<file path="config.mk">
export PLATFORM = sky130hd
export DESIGN_NAME = icache_tag_store
export DESIGN_NICKNAME = d
export VERILOG_FILES = /design/src/icache_pkg.sv /design/src/icache_tag_store.sv
export SDC_FILE = /design/constraint.sdc
export NUM_CORES = 2
export LEC_CHECK = 0
export BUFFER_PORTS_ARGS = -buffer_cell sky130_fd_sc_hd__buf_2
export CORE_UTILIZATION = 50
export CTS_BUF_LIST = sky130_fd_sc_hd__clkbuf_4
export DETAILED_ROUTE_END_ITERATION = 16
export HOLD_SLACK_MARGIN = 0.05
export MAX_ROUTING_LAYER = met4
export PLACE_DENSITY = 0.65
export SLEW_MARGIN = 20
export SYNTH_ARGS = -nofsm -noshare
export SYNTH_HDL_FRONTEND = slang
export SYNTH_SLANG_ARGS = --single-unit
</file>
<file path="constraint.sdc">
create_clock -name clk -period 5.7 [get_ports clk]
set_input_delay 1.425 -clock clk [delete_from_list [all_inputs] [get_ports clk]]
set_output_delay 1.425 -clock clk [all_outputs]
set_load 0.005 [all_outputs]
</file>
<file path="src/icache_pkg.sv">
// instruction cache geometry, address fields, tag and line write commands
// plus the controller state encoding
package icache_pkg;

    // cache geometry
    localparam int TAG_W    = 23;
    localparam int INDEX_W  = 6;
    localparam int NUM_SETS = 64;
    localparam int NUM_WAYS = 2;

    // fetch address split into cache fields
    typedef struct packed {
        logic [TAG_W-1:0]   tag;
        logic [INDEX_W-1:0] index;
        logic               word_sel;
        logic [1:0]         byte_off;
    } fetch_addr_t;

    // one tag array entry
    typedef struct packed {
        logic             valid;
        logic [TAG_W-1:0] tag;
    } tag_entry_t;

    // result of the two-way compare
    typedef struct packed {
        logic hit;
        logic way;
    } lookup_t;

    // tag store write, both mask bits set during a fence sweep
    typedef struct packed {
        logic [NUM_WAYS-1:0] way_mask;
        logic [INDEX_W-1:0]  index;
        tag_entry_t          entry;
    } tag_wr_t;

    // data store write of one full line
    typedef struct packed {
        logic               we;
        logic               way;
        logic [INDEX_W-1:0] index;
        logic [63:0]        data;
    } line_wr_t;

    // controller states
    typedef enum logic [2:0] {
        IDLE    = 3'd0,
        LOOKUP  = 3'd1,
        COMPARE = 3'd2,
        DELIVER = 3'd3,
        REFILL  = 3'd4,
        FENCE   = 3'd5
    } ctrl_state_e;

endpackage

</file>
<file path="src/icache_tag_store.sv">
// valid and tag arrays for both ways
// registered read of the set and two-way hit compare
module icache_tag_store (
    input  logic                           clk,
    input  logic [icache_pkg::INDEX_W-1:0] rd_index_i,
    input  logic [icache_pkg::TAG_W-1:0]   tag_i,
    input  icache_pkg::tag_wr_t            tag_wr_i,
    output icache_pkg::lookup_t            hit_o,
    output logic [1:0]                     valid_o
);
    import icache_pkg::*;

    tag_entry_t          rd_entry_q [NUM_WAYS];
    logic [NUM_WAYS-1:0] match;

    for (genvar w = 0; w < NUM_WAYS; w++) begin : g_way
        tag_entry_t tag_mem [NUM_SETS];

        // write from fence or refill
        always_ff @(posedge clk) begin
            if (tag_wr_i.way_mask[w]) begin
                tag_mem[tag_wr_i.index] <= tag_wr_i.entry;
            end
        end

        // read every cycle, the index is held by the core
        always_ff @(posedge clk) begin
            rd_entry_q[w] <= tag_mem[rd_index_i];
        end

        assign match[w]   = rd_entry_q[w].valid && (rd_entry_q[w].tag == tag_i);
        assign valid_o[w] = rd_entry_q[w].valid;
    end

    // at most one way matches after a clean fill
    always_comb begin
        hit_o.hit = |match;
        hit_o.way = match[1];
    end

endmodule

</file>
==> impl_metrics.tcl <==
set metrics [dict create \
    fp.coreArea_um2 235000 \
    synth-edff-count 3072 \
    irDropWorstVdd_v 0.000240 \
    ys.flop_type "edfxtp_1" \
    dp_cells 8377 \
    synth_area_um2 118000 \
    p_leak_uw 0.0426 \
    yosysWarnings 0 \
    gp_congestion 0.918 \
    synth_top_cell_area_share 0.781 \
    syn_nets 5208 \
    synth.area.top_cells "edfxtp_1 (78%), mux4_2 (14%), o22ai_1 (0.96%)" \
    p_int_uw 35700 \
    holdBufCountCts 0 \
    synth_cell_types 41 \
    drc 0 \
    clock_power_share 0.394 \
    slew_headroom 0.162 \
    syn_inst 5146 \
    cts_sinks 3120 \
    cts_buffers 773 \
    power_density_nw_per_um2 346 \
    drv_slew 0 \
    num_rows 178 \
    routed_wl_um 318000 \
    die_area_um2 238000 \
    grt_pass1_vias 60500 \
    outcome "finished clean" \
    tightest_slew_ns 1.25 \
    grt_pass1_wl_um 448000 \
    io_pins 66 \
    instances_no_fill 9710 \
    hold_viol 0 \
    p_switching_uw 10500 \
    seq_power_share 0.554 \
    ys_seq_area_frac 0.790 \
    ys_seq_elements 3120 \
    viasPerCell 6.22 \
    cts_tree "done" \
    rsz0062_at_grt "no" \
    final_cell_mix "edfxtp_1 (3,072), clkbuf_4 (1,137), mux4_2 (736)" \
    holdPathStages 1 \
    path_class "register to output pin" \
    syn_area_per_cell_um2 22.9 \
    layout_commonest_cell "edfxtp_1" \
    ant_nets 0 \
    timing.critical_path.from_type "register" \
    start_util 0.502 \
    final_nets 6065 \
    clkLatencyLatePin_ns 1.48 \
    hold_class "input port to register" \
    skew_ns 0.167 \
    drv_cap 0 \
    fp.dieW_um 488 \
    cts.root.buffer_cell "clkbuf_4" \
    cts_resized 0 \
    cp_slowest_stage_delay_ns 0.70 \
    dp_slack_ns 0.885 \
    tns_ns 0 \
    clk_path_buf_depth 4 \
    hold_ws_ns 0.270 \
    grt_start_max_net_pins 98 \
    antenna_found_initial 26 \
    cp_cell_sequence "xor2_1 -> nor4_1 -> nand4_1 -> nor3_1 -> a31o_2 -> buf_2" \
    clk_pin_slew_ns 0.06 \
    fmax_mhz 216 \
    async_reset_ff_frac 0 \
    crit_fanout 2 \
    worstPathRequired_ns 4.28 \
    vias 60400 \
    area_growth_pct 13.1 \
    yosysTopAreaCell "edfxtp_1" \
    endpoint_kind "output pin" \
    drive_gt1_frac 0.385 \
    layout_min_cycle_time_ns 4.63 \
    htreeDepth 6 \
    design_area_um2 134000 \
    grt-ovfl-total 0 \
    fin_crit_sh 0.813 \
    p_sw_frac 0.227 \
    setup_ws_ns 1.07 \
    arrival_ns 3.21 \
    place_area_um2 124000 \
    gr-usage-all-layers 0.278 \
    combPwrFrac 0.052 \
    cp_slowest_cell "dfxtp_1" \
    first_iter_violations 7384 \
    portBuffers 65 \
    reg2reg_depth 5 \
    die_y_um 488 \
    finalSetupViolations 0 \
    dpl.hpwl_um 186000 \
    drt-pass1-iter-count 13 \
    routedWlPerCell_um 32.8 \
    post-cts-setup-buffers 0 \
]
synth_stat cells, types with 10 or more instances:
master	instances
o21ai_0	10
buf_4	52
a22oi_1	33
xnor2_1	22
o221ai_1	65
buf_1	20
nand3_1	19
nand2b_1	12
dfxtp_1	48
o21ai_1	11
nor2_1	164
a21oi_1	68
mux2i_1	80
mux2_2	68
clkbuf_1	100
mux4_2	736
buf_2	110
nand2_1	35
edfxtp_1	3072
o22a_1	29
and3_1	12
a211oi_1	12
o22ai_1	181
inv_1	10
nor2b_1	17
a221oi_1	36
xor2_1	24
nor4_1	43
layer usage:
| metal | wire [um] | vias to the layer above | GRT usage |
|---|---|---|---|
| li1 | - | 24300 | - |
| met1 | 120000 | 32000 | 0.373 |
| met2 | 153000 | 3586 | 0.422 |
| met3 | 32400 | 550 | 0.0559 |
| met4 | 12400 | 0 | 0.112 |
| met5 | 0 | - | - |
logic make-up after synthesis:
kind of cell / share of synthesized area
simple gates: 0.0136
flops: 0.790
buf+inv: 0.0130
mux: 0.154
xor+xnor: 0.00341
compound gates: 0.0267
worst max-delay path: cells and delay by family (launching register included):
kind	cells	cell delay, ns
flip-flops	1	0.70
AND/OR/NAND/NOR	3	0.63
AO/OA/AOI/OAI	1	0.16
XOR/XNOR	1	0.14
buffers and inverters	1	0.10
power by group through the flow:
stage	logic, uW	registers, uW	clock network (uW)
4_1_cts	2420	25600	18500
3_3_place_gp	2380	26100	0
2_1_floorplan	1250	25900	0
6_report	2420	25600	18200
3_5_place_dp	2420	26100	0
5_1_grt	2520	25600	19600
layout make-up:
cell class              count  area [um^2]
fillers                 17300       101000
flip-flops and latches   3120        93200
multi-input cells        1724        23700
clock buffers            1137         8540
well taps                3150         3940
repair buffers            374         3100
clock inverters           170          970
diodes                     25         62.6
inverters                  10         37.5
worst paths after layout:
path / to / start / slack [ns]
setup / recovery: hit_o[1] / rd_entry_q[0][29] / 1.07
hold / removal: g_way[1].tag_mem[38][3] / tag_wr_i[3] / 0.27
setup reg to reg: rd_entry_q[0][8] / g_way[0].tag_mem[13][8] / 3.38
hold reg to reg: rd_entry_q[0][37] / g_way[1].tag_mem[3][13] / 0.80
per-stage QoR:
stage,util,total power [uW]
5_1_grt,0.568,47700
2_1_floorplan,-,27200
4_1_cts,0.568,46500
3_5_place_dp,0.527,28500
6_report,0.568,46200
3_3_place_gp,0.527,28500
registers in the layout, summed over array words and instances, names as in the netlist:
signal / count
g_way.tag_mem: 3072
rd_entry_q: 48
(Power assumes the default switching activity.)
