--- config.mk ---
export PLATFORM = sky130hd
export DESIGN_NAME = icache_age_tracker
export DESIGN_NICKNAME = d
export VERILOG_FILES = /design/src/icache_pkg.sv /design/src/icache_age_tracker.sv
export SDC_FILE = /design/constraint.sdc
export NUM_CORES = 1
export LEC_CHECK = 0
export ABC_AREA = 1
export BUFFER_PORTS_ARGS = -buffer_cell sky130_fd_sc_hd__clkbuf_2
export CAP_MARGIN = 20
export CORE_ASPECT_RATIO = 0.8
export CORE_MARGIN = 8
export CORE_UTILIZATION = 59
export DETAILED_ROUTE_END_ITERATION = 16
export PLACE_DENSITY_LB_ADDON = 0.08
export SYNTH_ARGS = -nofsm -noshare
export SYNTH_HDL_FRONTEND = slang
export SYNTH_SLANG_ARGS = --single-unit
--- constraint.sdc ---
create_clock -name clk -period 2 [get_ports clk]
set_clock_uncertainty 0.1 [all_clocks]
set_input_delay 0.2 -clock clk [delete_from_list [all_inputs] [get_ports clk]]
set_output_delay 0.2 -clock clk [all_outputs]
set_load 0.1 [all_outputs]
--- src/icache_pkg.sv ---
// instruction cache geometry, address fields, tag and line write commands
// plus the controller state encoding
package icache_pkg;

    // cache geometry
    localparam int TAG_W    = 23;
    localparam int INDEX_W  = 6;
    localparam int NUM_SETS = 64;
    localparam int NUM_WAYS = 2;

    // fetch address split into cache fields
    typedef struct packed {
        logic [TAG_W-1:0]   tag;
        logic [INDEX_W-1:0] index;
        logic               word_sel;
        logic [1:0]         byte_off;
    } fetch_addr_t;

    // one tag array entry
    typedef struct packed {
        logic             valid;
        logic [TAG_W-1:0] tag;
    } tag_entry_t;

    // result of the two-way compare
    typedef struct packed {
        logic hit;
        logic way;
    } lookup_t;

    // tag store write, both mask bits set during a fence sweep
    typedef struct packed {
        logic [NUM_WAYS-1:0] way_mask;
        logic [INDEX_W-1:0]  index;
        tag_entry_t          entry;
    } tag_wr_t;

    // data store write of one full line
    typedef struct packed {
        logic               we;
        logic               way;
        logic [INDEX_W-1:0] index;
        logic [63:0]        data;
    } line_wr_t;

    // controller states
    typedef enum logic [2:0] {
        IDLE    = 3'd0,
        LOOKUP  = 3'd1,
        COMPARE = 3'd2,
        DELIVER = 3'd3,
        REFILL  = 3'd4,
        FENCE   = 3'd5
    } ctrl_state_e;

endpackage

--- src/icache_age_tracker.sv ---
// per-set saturating ages for both ways
// victim choice, invalid way first and then the older way
module icache_age_tracker #(
    parameter int AGE_W = 3
) (
    input  logic                           clk,
    input  logic                           arst_n_i,
    input  logic [icache_pkg::INDEX_W-1:0] index_i,
    input  logic [1:0]                     valid_i,
    input  logic                           touch_i,
    input  logic                           touch_way_i,
    input  logic                           tick_i,
    output logic                           victim_o
);
    import icache_pkg::*;

    localparam logic [AGE_W-1:0] AGE_MAX = {AGE_W{1'b1}};

    logic [AGE_W-1:0] age_q [NUM_WAYS][NUM_SETS];
    logic [AGE_W-1:0] age0;
    logic [AGE_W-1:0] age1;

    always_ff @(posedge clk or negedge arst_n_i) begin
        if (!arst_n_i) begin
            for (int w = 0; w < NUM_WAYS; w++) begin
                for (int s = 0; s < NUM_SETS; s++) begin
                    age_q[w][s] <= '0;
                end
            end
        end else begin
            // every delivery ages all lines
            if (tick_i) begin
                for (int w = 0; w < NUM_WAYS; w++) begin
                    for (int s = 0; s < NUM_SETS; s++) begin
                        if (age_q[w][s] != AGE_MAX) begin
                            age_q[w][s] <= age_q[w][s] + 1'b1;
                        end
                    end
                end
            end
            // touched way becomes youngest, wins over the tick
            if (touch_i) begin
                age_q[touch_way_i][index_i] <= '0;
            end
        end
    end

    assign age0 = age_q[0][index_i];
    assign age1 = age_q[1][index_i];

    always_comb begin
        if (!valid_i[0]) begin
            victim_o = 1'b0;
        end else if (!valid_i[1]) begin
            victim_o = 1'b1;
        end else begin
            victim_o = (age0 >= age1) ? 1'b0 : 1'b1;
        end
    end

endmodule

==> impl_results.md <==
* Result of the run: finished with violations
* Violated checks: setup timing
* Fillers at 3129
* Floorplan row count at 66
* CTS sink cnt at 384
* Number of iterations in the first detailed-routing pass at 8
* Maximum number of pins on one net before global-route repair at 74
* Most flops, register: age_q
* Largest fanout on the critical path at 3
* Avg Cell Area, Syn at 7.49 um2
* IR Drop Worst-Case VDD at 900 uV
* Net switching power of the design at 14.7 mW
* Path class of the lowest-slack min-delay path: input pin to asynchronous set/reset pin
* Clock buffer depth at 3
* Total power divided by cell area at 1360 nW/um2
* Most frequent cell on the critical path: sky130_fd_sc_hd__nand2_1
* Number of remaining DRC errors at 0
* HPWL after DPL at 48200 um
* Final count of hold timing violations at 0
* TritonCTS clock tree: yes
* Total setup violations reported at the end of the flow at 1
* Last weighted congestion value of the routability-driven placer at 0.928
* Highest-count cells in the layout ignoring fill and taps: sky130_fd_sc_hd__nand2_1, sky130_fd_sc_hd__inv_1, sky130_fd_sc_hd__buf_4
* Syn Inst Count at 3195
* Slowest cell on the critical path: sky130_fd_sc_hd__dfrtp_1
* Overall via count from detail_route at 22000
* Fmax achieved at 0.315 GHz
* Setup crit end kind: output pin
* Critical path required time at 1.70 ns
* CP startpoint kind: flop
* CP Cell Sequence: or2_2, nand3_2, nand2_1, o21ai_1, buf_4, nand2_1, nor2_1, nand2_2, ha_4, a21oi_2, o211ai_1, a21boi_4, buf_12
* Utilization after layout at 74.1%
* Number of synthesized flops with an enable pin at 0
* Post-Place Setup Slack at -1.09 ns
* Standby leakage power at 16.0 nW
* Total nets after synthesis at 3339
* H-tree level count at 2
* Vias in the first global route at 22000
* Number of antenna violations at the first check in global routing at 0
* Worst r2r path cells at 7
* Tot Pwr at 40.5 mW
* Worst hold slack across all endpoints at 0.0520 ns
* Initial cell density of the core at 59.4%
* Detail-routed via count per cell at 5.25
* Yosys synthesis warning count at 0
* Sequential cell fraction of total power at 31.4%
* Clock period minus worst slack at 3.17 ns
* Share of the clock period used by the worst path at 158%
* Post-synthesis cell area at 23900 um2
* Nets@finish at 3750
* Area of the die at 47300 um2
* Endpoint arrival time on the critical path at 2.87 ns
* Global-route total usage across every layer at 28.9%
* Fraction of registers with async set or reset after synthesis at 100%
* Post-synthesis sequential element count at 384
* Distinct cell type count after synthesis at 27
* Slew @ Worst Pin at 0.664 ns
* Die Ht at 196 um
* First-pass GRT wire length at 110000 um
* Routed wire length at 67500 um
* Beginning of the worst register-to-register path: age_q[201]
* Internal Dissipation at 25.8 mW
* Terminus of the critical flop-to-flop path: age_q[202]
* Worst Path Buf+Inv at 2
* Chip width at 241 um
* Number of ports placed on the die boundary at 14
* Number of max-slew violations in the final report at 0
* Primary flip-flop cell chosen by synthesis mapping: sky130_fd_sc_hd__dfrtp_1
* Share of total power in the clock network at 20.9%
* Proportion of layout cells with a drive suffix above 1 at 22.5%
* Core Footprint at 40300 um2
* Clock-pin transition on the worst setup and hold timing paths at 0.06 ns
* Crit path kind: flop to output pin
* Number of antenna repair diodes at 0
* RSZ-0062 raised after global routing: true
* Most common cell after layout, fill and taps aside: sky130_fd_sc_hd__nand2_1
* Global route overflow at 0
* Top delay family on crit path: simple AND/OR/NAND/NOR gates
* Worst Setup Slack, final at -1.17 ns
* Max transition margin at 55.7%
* Detail-routed net length per standard cell at 16.1 um
* Max FFs per register at 384
* Number of DRC markers in iteration 0 at 1825
* Number of port buffers at 13
* Switching Share at 36.3%
* Top Registers: age_q x384
* Share of synthesized area occupied by flip-flops and latches at 40.1%
* Number of violations of the max-capacitance limit at 0
* Remaining antenna violation count after routing at 0
* Area Growth Syn to Fin at 24.8%
* Reg-to-reg slack, setup at 0.37 ns
* Highest cell delay on the worst timing path at 0.37 ns
* TritonCTS Buffers at 44
* CTS root buffer: sky130_fd_sc_hd__clkbuf_16
* Clock latency at the later pin of the worst-skew pair at 0.57 ns
* Part of the total power dissipated in combinational logic at 47.7%
## worst register-to-register path, delay by kind of cell, from the launching register on
kind            cells  cell delay [ns]
fa+ha+maj           1             0.13
compound gates      1             0.30
simple gates        1             0.06
flops               1             0.35
buf+inv             3             0.21
mux                 1             0.39
## synth_stat cells, types with 9 or more instances
| cell | n | share of area, % |
|---|---|---|
| sky130_fd_sc_hd__nand2_1 | 930 | 15 |
| sky130_fd_sc_hd__inv_1 | 510 | 8.0 |
| sky130_fd_sc_hd__dfrtp_1 | 384 | 40 |
| sky130_fd_sc_hd__nor2_1 | 271 | 4.2 |
| sky130_fd_sc_hd__a21oi_1 | 229 | 4.8 |
| sky130_fd_sc_hd__nand3_1 | 154 | 3.2 |
| sky130_fd_sc_hd__ha_1 | 131 | 6.8 |
| sky130_fd_sc_hd__xor2_1 | 122 | 4.5 |
| sky130_fd_sc_hd__mux2_2 | 120 | 5.6 |
| sky130_fd_sc_hd__o21ai_0 | 77 | 1.6 |
| sky130_fd_sc_hd__buf_2 | 57 | 1.2 |
| sky130_fd_sc_hd__clkbuf_1 | 49 | 0.77 |
| sky130_fd_sc_hd__or2_2 | 36 | 0.94 |
| sky130_fd_sc_hd__o211ai_1 | 30 | 0.94 |
| sky130_fd_sc_hd__nor2_2 | 23 | 0.60 |
| sky130_fd_sc_hd__inv_2 | 14 | 0.22 |
| sky130_fd_sc_hd__nor2_4 | 14 | 0.66 |
| sky130_fd_sc_hd__buf_1 | 13 | 0.20 |
| sky130_fd_sc_hd__o21ai_1 | 9 | 0.19 |
## per-layer routing
metal,GRT usage [%],routed length [um],up-vias
met5,0,0,-
li1,-,-,10700
met4,11.1,2340,0
met1,39.6,29700,10400
met2,45.8,30600,695
met3,4.50,4880,151
## worst max-delay path by stage
stage / from / endpoint / slack, ns / cells after the start
detailed placement: index_i[0] / victim_o / -1.09 / 17
floorplan: index_i[0] / victim_o / -0.57 / 16
finish: age_q[311] / victim_o / -1.17 / 13
CTS: age_q[197] / victim_o / -1.15 / 13
global route: age_q[310] / victim_o / -1.30 / 13
global placement: index_i[0] / victim_o / -1.08 / 17
## kinds of logic (layout without fill, tap and decap cells)
family                     Yosys count  count (layout)  synth area share [%]
xor gates and xnor gates           122             122                  4.46
muxes                              120             120                  5.65
DFF                                384             384                  40.1
AOI/OAI and AO/OA                  346             346                  7.56
and+or+nand+nor                   1440            1440                  24.7
buffers and inverters              652            1098                  10.7
adders and majority gates          131             131                  6.85
## power groups by stage
stage	Combinational, mW	Clock, mW	Sequential (mW)
final	19.3	8.48	12.7
after CTS	19.3	8.57	12.7
after global placement	17.6	0	12.7
after global routing	21.9	8.87	13.0
after detailed placement	19.0	0	12.8
after floorplan	11.1	0	12.9
## per-stage QoR
| stage | std cells | setup TNS, ns | area [um2] |
|---|---|---|---|
| after floorplan | 3195 | -0.573 | 24100 |
| after detailed placement | 4100 | -13.87 | 28200 |
| final | 4185 | -1.17 | 29900 |
| after CTS | 4185 | -1.15 | 29800 |
| after global placement | 4100 | -8.95 | 28200 |
| after global routing | 4185 | -1.30 | 29900 |
## repair_timing
item | 4_1_cts | 5_1_grt
setup endpoints to repair | 1 | 1
pin swaps | 27 | 13
hold buffers | 2 | 0
hold endpoints to repair | 390 | 0
gates resized for setup | 43 | 12
setup buffers | 3 | 0
## final cells by class
class                           count  area [um2]  share of cell area [%]
Sequential cell                   384        9610                    32.2
Clock buffer                       65        1300                    4.36
Multi-Input combinational cell   2159       12000                    40.1
Clock inverter                     16         196                   0.657
Inverter                          525        1970                    6.61
Tap cell                          544         681                    2.28
Timing Repair Buffer              492        4140                    13.8
No activity file was read; power rests on OpenSTA's default activity.
