==> config.mk <==
export PLATFORM = sky130hd
export DESIGN_NAME = icache_ctrl
export DESIGN_NICKNAME = d
export VERILOG_FILES = /design/src/icache_pkg.sv /design/src/icache_ctrl.sv
export SDC_FILE = /design/constraint.sdc
export NUM_CORES = 1
export LEC_CHECK = 0
export ABC_AREA = 1
export BUFFER_PORTS_ARGS = -buffer_cell sky130_fd_sc_hd__buf_2
export CORE_AREA = 4 4 96 98
export DETAILED_ROUTE_END_ITERATION = 12
export DIE_AREA = 0 0 100 102
export HOLD_SLACK_MARGIN = 0.15
export PLACE_DENSITY_LB_ADDON = 0.05
export SETUP_SLACK_MARGIN = 0.2
export SLEW_MARGIN = 20
export SYNTH_ARGS = -nofsm -noshare
export SYNTH_HDL_FRONTEND = slang
export SYNTH_SLANG_ARGS = --single-unit
==> constraint.sdc <==
create_clock -name clk -period 1.47 [get_ports clk]
set_clock_uncertainty 0.05 [all_clocks]
set_input_delay 0.147 -clock clk [delete_from_list [all_inputs] [get_ports clk]]
set_output_delay 0.147 -clock clk [all_outputs]
set_load 0.02 [all_outputs]
==> src/icache_pkg.sv <==
// instruction cache geometry, address fields, tag and line write commands
// plus the controller state encoding
package icache_pkg;

    // cache geometry
    localparam int TAG_W    = 23;
    localparam int INDEX_W  = 6;
    localparam int NUM_SETS = 64;
    localparam int NUM_WAYS = 2;

    // fetch address split into cache fields
    typedef struct packed {
        logic [TAG_W-1:0]   tag;
        logic [INDEX_W-1:0] index;
        logic               word_sel;
        logic [1:0]         byte_off;
    } fetch_addr_t;

    // one tag array entry
    typedef struct packed {
        logic             valid;
        logic [TAG_W-1:0] tag;
    } tag_entry_t;

    // result of the two-way compare
    typedef struct packed {
        logic hit;
        logic way;
    } lookup_t;

    // tag store write, both mask bits set during a fence sweep
    typedef struct packed {
        logic [NUM_WAYS-1:0] way_mask;
        logic [INDEX_W-1:0]  index;
        tag_entry_t          entry;
    } tag_wr_t;

    // data store write of one full line
    typedef struct packed {
        logic               we;
        logic               way;
        logic [INDEX_W-1:0] index;
        logic [63:0]        data;
    } line_wr_t;

    // controller states
    typedef enum logic [2:0] {
        IDLE    = 3'd0,
        LOOKUP  = 3'd1,
        COMPARE = 3'd2,
        DELIVER = 3'd3,
        REFILL  = 3'd4,
        FENCE   = 3'd5
    } ctrl_state_e;

endpackage

==> src/icache_ctrl.sv <==
// request and refill FSM with fence sweep counter
// drives tag and line write commands and the age updates
module icache_ctrl (
    input  logic                             clk,
    input  logic                             arst_n_i,
    input  logic                             req_i,
    input  icache_pkg::fetch_addr_t          addr_i,
    input  logic                             stall_i,
    input  logic                             fence_i,
    input  icache_pkg::lookup_t              hit_i,
    input  logic                             victim_i,
    input  logic [63:0]                      mem_rdata_i,
    input  logic                             mem_rvalid_i,
    output logic                             inst_valid_o,
    output logic                             mem_req_o,
    output logic [31:0]                      mem_addr_o,
    output logic [icache_pkg::INDEX_W-1:0]   rd_index_o,
    output icache_pkg::tag_wr_t              tag_wr_o,
    output icache_pkg::line_wr_t             line_wr_o,
    output logic                             touch_o,
    output logic                             touch_way_o,
    output logic                             tick_o
);
    import icache_pkg::*;

    ctrl_state_e      state_q;
    ctrl_state_e      state_d;
    logic [INDEX_W:0] fence_cnt_q;
    logic             fence_active;
    logic             fence_wr;
    logic             refill_done;

    // sweep only runs from idle, msb set means all sets done
    assign fence_active = fence_i && ((state_q == IDLE) || (state_q == FENCE));
    assign fence_wr     = fence_active && !fence_cnt_q[INDEX_W];
    assign refill_done  = (state_q == REFILL) && mem_rvalid_i;

    always_ff @(posedge clk or negedge arst_n_i) begin
        if (!arst_n_i) begin
            fence_cnt_q <= '0;
        end else if (!fence_i) begin
            fence_cnt_q <= '0;
        end else if (fence_wr) begin
            fence_cnt_q <= fence_cnt_q + 1'b1;
        end
    end

    always_ff @(posedge clk or negedge arst_n_i) begin
        if (!arst_n_i) begin
            state_q <= IDLE;
        end else begin
            state_q <= state_d;
        end
    end

    always_comb begin
        state_d = state_q;
        unique case (state_q)
            IDLE: begin
                if (fence_i) begin
                    state_d = FENCE;
                end else if (req_i) begin
                    state_d = LOOKUP;
                end
            end
            // stores sample the index on this edge
            LOOKUP:  state_d = COMPARE;
            COMPARE: state_d = hit_i.hit ? DELIVER : REFILL;
            DELIVER: begin
                if (!stall_i) begin
                    state_d = IDLE;
                end
            end
            // line written, look it up again
            REFILL: begin
                if (mem_rvalid_i) begin
                    state_d = LOOKUP;
                end
            end
            FENCE: begin
                if (!fence_i) begin
                    state_d = IDLE;
                end
            end
            default: state_d = IDLE;
        endcase
    end

    assign inst_valid_o = (state_q == DELIVER) && !stall_i;
    assign mem_req_o    = (state_q == REFILL);
    assign mem_addr_o   = {addr_i.tag, addr_i.index, 3'b000};
    assign rd_index_o   = addr_i.index;

    // fence clears both ways, refill installs the victim
    always_comb begin
        tag_wr_o = '0;
        if (fence_wr) begin
            tag_wr_o.way_mask = '1;
            tag_wr_o.index    = fence_cnt_q[INDEX_W-1:0];
        end else if (refill_done) begin
            tag_wr_o.way_mask    = victim_i ? 2'b10 : 2'b01;
            tag_wr_o.index       = addr_i.index;
            tag_wr_o.entry.valid = 1'b1;
            tag_wr_o.entry.tag   = addr_i.tag;
        end
    end

    always_comb begin
        line_wr_o.we    = refill_done;
        line_wr_o.way   = victim_i;
        line_wr_o.index = addr_i.index;
        line_wr_o.data  = mem_rdata_i;
    end

    // age update on delivery and on fill
    assign touch_o     = inst_valid_o || refill_done;
    assign touch_way_o = refill_done ? victim_i : hit_i.way;
    assign tick_o      = inst_valid_o;

endmodule

==> results of run 1 <==
[sequential cells by signal, summed over array words and instances, names as in the netlist]
signal,cells
fence_cnt_q,7
state_q,3
[cells in the mapped netlist (2+ instances only)]
cell	instances
o21ai_2	3
nand3_1	16
nor2_2	12
buf_4	112
buf_6	3
dfrtp_1	10
xor2_1	2
nand4_1	2
inv_1	32
nand2_4	2
o21ai_0	4
nand2_1	24
nand2_2	2
o21ai_1	5
nor2_1	23
[cell families after synthesis]
kind of cell               after synthesis
buffers and inverters                  149
and+or+nand+nor                         83
AOI/OAI and AO/OA                       15
DFF                                     10
xor gates and xnor gates                 3
adders and majority gates                1
other                                    1
[routing by layer]
| metal | global-route usage, % | routed length [um] | vias to the layer above |
|---|---|---|---|
| li1 | - | - | 752 |
| met1 | 9.46 | 1670 | 673 |
| met2 | 17.0 | 2960 | 55 |
| met3 | 3.21 | 402 | 14 |
| met4 | 3.73 | 150 | 0 |
| met5 | 0 | 0 | - |
[cell type report]
class	count	area, um2	area share, %
clock buffers	4	55.1	2.22
inverters	34	135	5.44
multi-input cells	105	806	32.4
flip-flops and latches	10	251	10.1
well taps	108	135	5.44
repair buffers	148	1100	44.3
[power breakdown]
| group | switching, uW | internal, uW | total [uW] |
|---|---|---|---|
| Clock | 124 | 237 | 361 |
| Combinational | 1160 | 1030 | 2190 |
| Sequential | 77.0 | 348 | 425 |
| Total | 1360 | 1620 | 2980 |
[worst paths after layout]
path,from,endpoint,slack (ns),cells after the start
max,state_q[0],tag_wr_o[4],-0.23,7
min,hit_i[1],state_q[2],0.15,2
max reg2reg,state_q[1],fence_cnt_q[5],-0.02,9
min reg2reg,fence_cnt_q[1],fence_cnt_q[1],0.52,2
max in group asynchronous,arst_n_i,state_q[2],0.86,2
min in group asynchronous,arst_n_i,fence_cnt_q[4],0.27,2
[stage by stage]
stage | cell area, um2 | instances | worst slack [ns] | power, uW
after floorplan | 2000 | 264 | 0.0475 | 1780
after global placement | 2040 | 393 | -0.0722 | 2100
after detailed placement | 2040 | 393 | -0.0713 | 2090
after CTS | 2430 | 407 | -0.298 | 2930
after global routing | 2480 | 409 | -0.339 | 3200
final | 2480 | 409 | -0.227 | 2980
[worst max-delay path: stages, from the launching register on]
cell and delay, ns:
dfrtp_1 0.40, nor2_4 0.19, nand2_4 0.09, nor2_8 0.14, inv_8 0.08, buf_12 0.16
nor2_4 0.08, buf_6 0.12
[what timing repair did]
action                                  CTS  global route
pin swaps                                 6             8
endpoints found under the hold margin    10             0
resized for setup                        85             9
hold buffers                              1             0
buffers inserted                          9             2
endpoints found under the setup margin   45            48
==> flow_summary_export.csv, run 1 <==
group,metric,value,unit
finish,drive_above_1_share,67.4,%
cts,root_buffer,"clkbuf_8",
synthesis,synth-warning-count,0,
synthesis,synth_top_family_by_area,"buffers and inverters",
finish,final_common_cell,"buf_2",
synthesis,synth-simple-area-share,22.7,%
sta,rsz0062_at_grt,"true",
grt,track_usage,9.19,%
floorplan,ioPinCount,252,
drt,dr.pass1.iters,2,
min_path,worst_hold_path_type,"in -> reg",
setup_path,path_max_fanout,11,
synthesis,synth_cell_types,25,
synthesis,ys_seq_area_share,13.9,%
synthesis,synth-main-ff-cell,"dfrtp_1",
sta,fin_crit,1.70,ns
floorplan,die_w,100,um
grt,grt_max_degree,12,
synthesis,synthCells,262,
cts,clockBufferDepth,2,
finish,nFillCells,931,
setup_path,crit_path_end_kind,"output pin",
cts,cts_buffers,3,
power,leakagePower,0.00132,uW
synthesis,synth_mux_area_share,0,%
finish,diodes,0,
cts,cts.htree.levels,1,
power,ir_drop,0.000468,V
setup_path,cp-start-kind,"register",
placed_design,io_buffers,117,
synthesis,synthesis.area,1800,um2
synthesis,ys_seq_elements,10,
drt,drc,0,
cts,cts_sinks,10,
cts,clkLatencyLatePin,0.24,ns
placed_design,gp_congestion,0.692,
synthesis,synthTopCellsByArea,"buf_4, dfrtp_1, inv_1",
sta,finalHoldViolCount,0,
cts,clkSlewWorstSetupHoldPaths,0.05,ns
drt,vias,1494,
drt,via_per_inst,3.65,
finish,layout_common_cells,"buf_2, buf_6, inv_1",
sta,setup_tns,-6.82,ns
setup_path,cp.required,1.27,ns
finish,final_core_util,29.3,%
synthesis,synth_top_area_share,46.7,%
sta,slew_viol_final,0,
floorplan,die_h,102,um
grt,grt_pass1_wl,7290,um
grt,first_global_vias,1408,
grt,antenna_found_initial,0,
drt,wire_per_inst,12.7,um
synthesis,synth-xor-area-share,1.46,%
sta,setup_ws,-0.227,ns
synthesis,yosys.area.top_type,"buf_4",
sta,fmax,589,MHz
floorplan,initial_core_util,21.3,%
floorplan,die_area,10200,um2
cts,cts_tree,"yes",
drt,drtIter0Drc,11,
sta,setup_viol,39,
grt,grt_overflow,0,
setup_path,worstPathArrival,1.50,ns
synthesis,synth_edf_count,0,
finish,area_delta_synth_final,38.0,%
floorplan,core_area,8470,um2
floorplan,std_cell_rows,34,
run_status,status,"complete, but fails checks",
drt,ant_nets,0,
run_status,violations,"setup timing",
synthesis,synthArstFlopShare,100,%
synthesis,syn_area_per_cell,6.87,um2
flow_run,maxCapViolCount,0,
power,powerDensity,1200,nW/um2
setup_path,critPathKind,"reg -> out",
synthesis,synth_fa_ha_area_share,0.695,%
synthesis,synth_compound_area_share,5.15,%
drt,routed_wl,5180,um
finish,nets,408,
sta,min_period_over_period,115,%
sta,whs,0.151,ns
placed_design,hpwl,4430,um
No activity file was read; power rests on OpenSTA's default activity.
==> run 2: changes to the inputs <==
Clock period 1.47 ns to 1.9 ns, I/O delays scaled along.
==> run 2 against run 1 <==
The flow now finishes without violations. Via count fell by 5.0%. Global-route usage rose by 0.11 points. Design area fell by 22%. Wire length rose by 2.0%. Sequential power fell by 19%. Highest routed layer unchanged. Sequential share of layout area rose by 3.0 points. Non-clock buffer count fell by 23. Critical endpoint is now tag_wr_o[27].
==> flow_summary_export.csv, run 2 (synthesis gave the netlist of run 1 again) <==
group,metric,value,unit
placed_design,gp_congestion,0.685,
finish,design_area,1930,um2
setup_path,r2r-start,"state_q[0]",
cts,cts_tree,"yes",
floorplan,core_area,8470,um2
finish,area_delta_synth_final,7.30,%
grt,track_usage,9.30,%
finish,ff_latch_area,253,um2
drt,via_per_inst,3.68,
placed_design,io_buffers,117,
setup_path,worstPathArrival,1.49,ns
setup_path,critPathKind,"reg -> out",
grt,antenna_found_initial,0,
sta,slew_viol_final,0,
setup_path,regToRegSetupSlack,0.43,ns
grt,grt_pass1_wl,7470,um
drt,dr.pass1.iters,3,
floorplan,ioPinCount,252,
finish,multi_input_area,598,um2
finish,final_core_util,22.8,%
power,switching_share,49.6,%
setup_path,crit_start,"state_q[0]",
cts,cts_sinks,10,
sta,setup_viol,0,
drt,ant_nets,0,
finish,nets,385,
floorplan,die_h,102,um
setup_path,crit_path_end_kind,"output pin",
drt,wire_per_inst,13.7,um
setup_path,cp-start-kind,"register",
sta,setup_tns,0,ns
setup_path,cp.required,1.66,ns
sta,min_period_over_period,90.9,%
drt,drc,0,
power,powerDensity,898,nW/um2
finish,reg_top3,"fence_cnt_q (7), state_q (3)",
min_path,worst_hold_path_type,"in -> reg",
cts,clockBufferDepth,2,
sta,rsz0062_at_grt,"true",
finish,layout_common_cells,"buf_2, buf_4, inv_1",
finish,final_common_cell,"buf_2",
setup_path,rr_worst_depth,8,
setup_path,path_max_fanout,7,
power,seq_power_share,19.9,%
cts,cts.htree.levels,1,
cts,clkSlewWorstSetupHoldPaths,0.05,ns
finish,largest_register,"fence_cnt_q",
grt,first_global_vias,1340,
power,ir_drop,0.000371,V
finish,largest_reg_flops,7,
run_status,status,"finished clean",
floorplan,std_cell_rows,34,
floorplan,die_w,100,um
cts,root_buffer,"clkbuf_8",
finish,nFillCells,1007,
power,p_int,874,uW
placed_design,hpwl,4410,um
power,p_comb_share,64.3,%
finish,drive_above_1_share,59.4,%
finish,diodes,0,
cts,clkLatencyLatePin,0.24,ns
drt,routed_wl,5280,um
drt,vias,1419,
placed_design,post_dp_cell_area,1660,um2
grt,grt_max_degree,29,
floorplan,die_area,10200,um2
setup_path,critPathCapture,"tag_wr_o[27]",
sta,fmax,579,MHz
flow_run,maxCapViolCount,0,
power,switching_power,860,uW
power,leakagePower,0.00114,uW
sta,finalHoldViolCount,0,
grt,grt_overflow,0,
drt,drtIter0Drc,10,
power,pwr-share-clk,15.8,%
setup_path,regToRegEndpoint,"fence_cnt_q[5]",
sta,fin_crit,1.73,ns
floorplan,initial_core_util,21.3,%
cts,cts_buffers,3,
==> run 2: cell count changes in the layout (fill, tap and decap cells not counted), sizes merged <==
cell  change
buf      -23
==> run 2: cell type report <==
type                            count  share of cell area, %
Sequential cell                    10                   13.1
Tap cell                          108                   7.00
Clock buffer                        4                   2.85
Inverter                           34                   7.00
Timing Repair Buffer              125                   39.1
Multi-Input combinational cell    105                   31.0
==> run 2: stage by stage <==
stage | worst slack (ns) | total power [uW] | hold WS (ns) | cells
after floorplan | 0.237 | 1250 | -0.156 | 264
after global placement | 0.227 | 1310 | 0.0322 | 375
after detailed placement | 0.237 | 1290 | 0.0355 | 375
after CTS | 0.137 | 1730 | 0.169 | 384
after global routing | 0.0991 | 1880 | 0.178 | 386
final | 0.174 | 1730 | 0.170 | 386
==> run 2: what timing repair did <==
item,CTS,global route
hold endpoints to repair,10,0
hold buffers,1,0
buffers inserted,4,2
pin swaps,4,2
resized for setup,40,19
setup endpoints to repair,34,33
==> run 2: power groups by stage <==
stage	combinational, uW	clock [uW]	sequential, uW
5_1_grt	1230	298	352
4_1_cts	1100	287	345
3_3_place_gp	963	0	342
2_1_floorplan	930	0	323
3_5_place_dp	950	0	338
6_report	1120	274	345
==> run 2: worst min-delay path by stage <==
stage | start | slack (ns) | end | cells past startpoint
floorplan | arst_n_i | -0.16 | fence_cnt_q[0] | 0
global placement | arst_n_i | 0.03 | state_q[0] | 1
detailed placement | arst_n_i | 0.04 | state_q[0] | 1
CTS | hit_i[1] | 0.17 | state_q[2] | 2
global route | hit_i[1] | 0.18 | state_q[2] | 2
finish | hit_i[1] | 0.17 | state_q[2] | 2
==> run 2: per-layer routing <==
layer	track usage, %	wire length, um
met5	0	0
met4	3.32	130
met3	1.98	451
met2	15.7	2660
met1	11.7	2030
==> run 2: critical path, cell delays in order (launching register included) <==
cell     delay, ns
dfrtp_2       0.44
nor2_4        0.18
nand2_4       0.09
nor2_8        0.13
buf_6         0.15
nand2_1       0.07
o21ai_2       0.06
buf_6         0.13
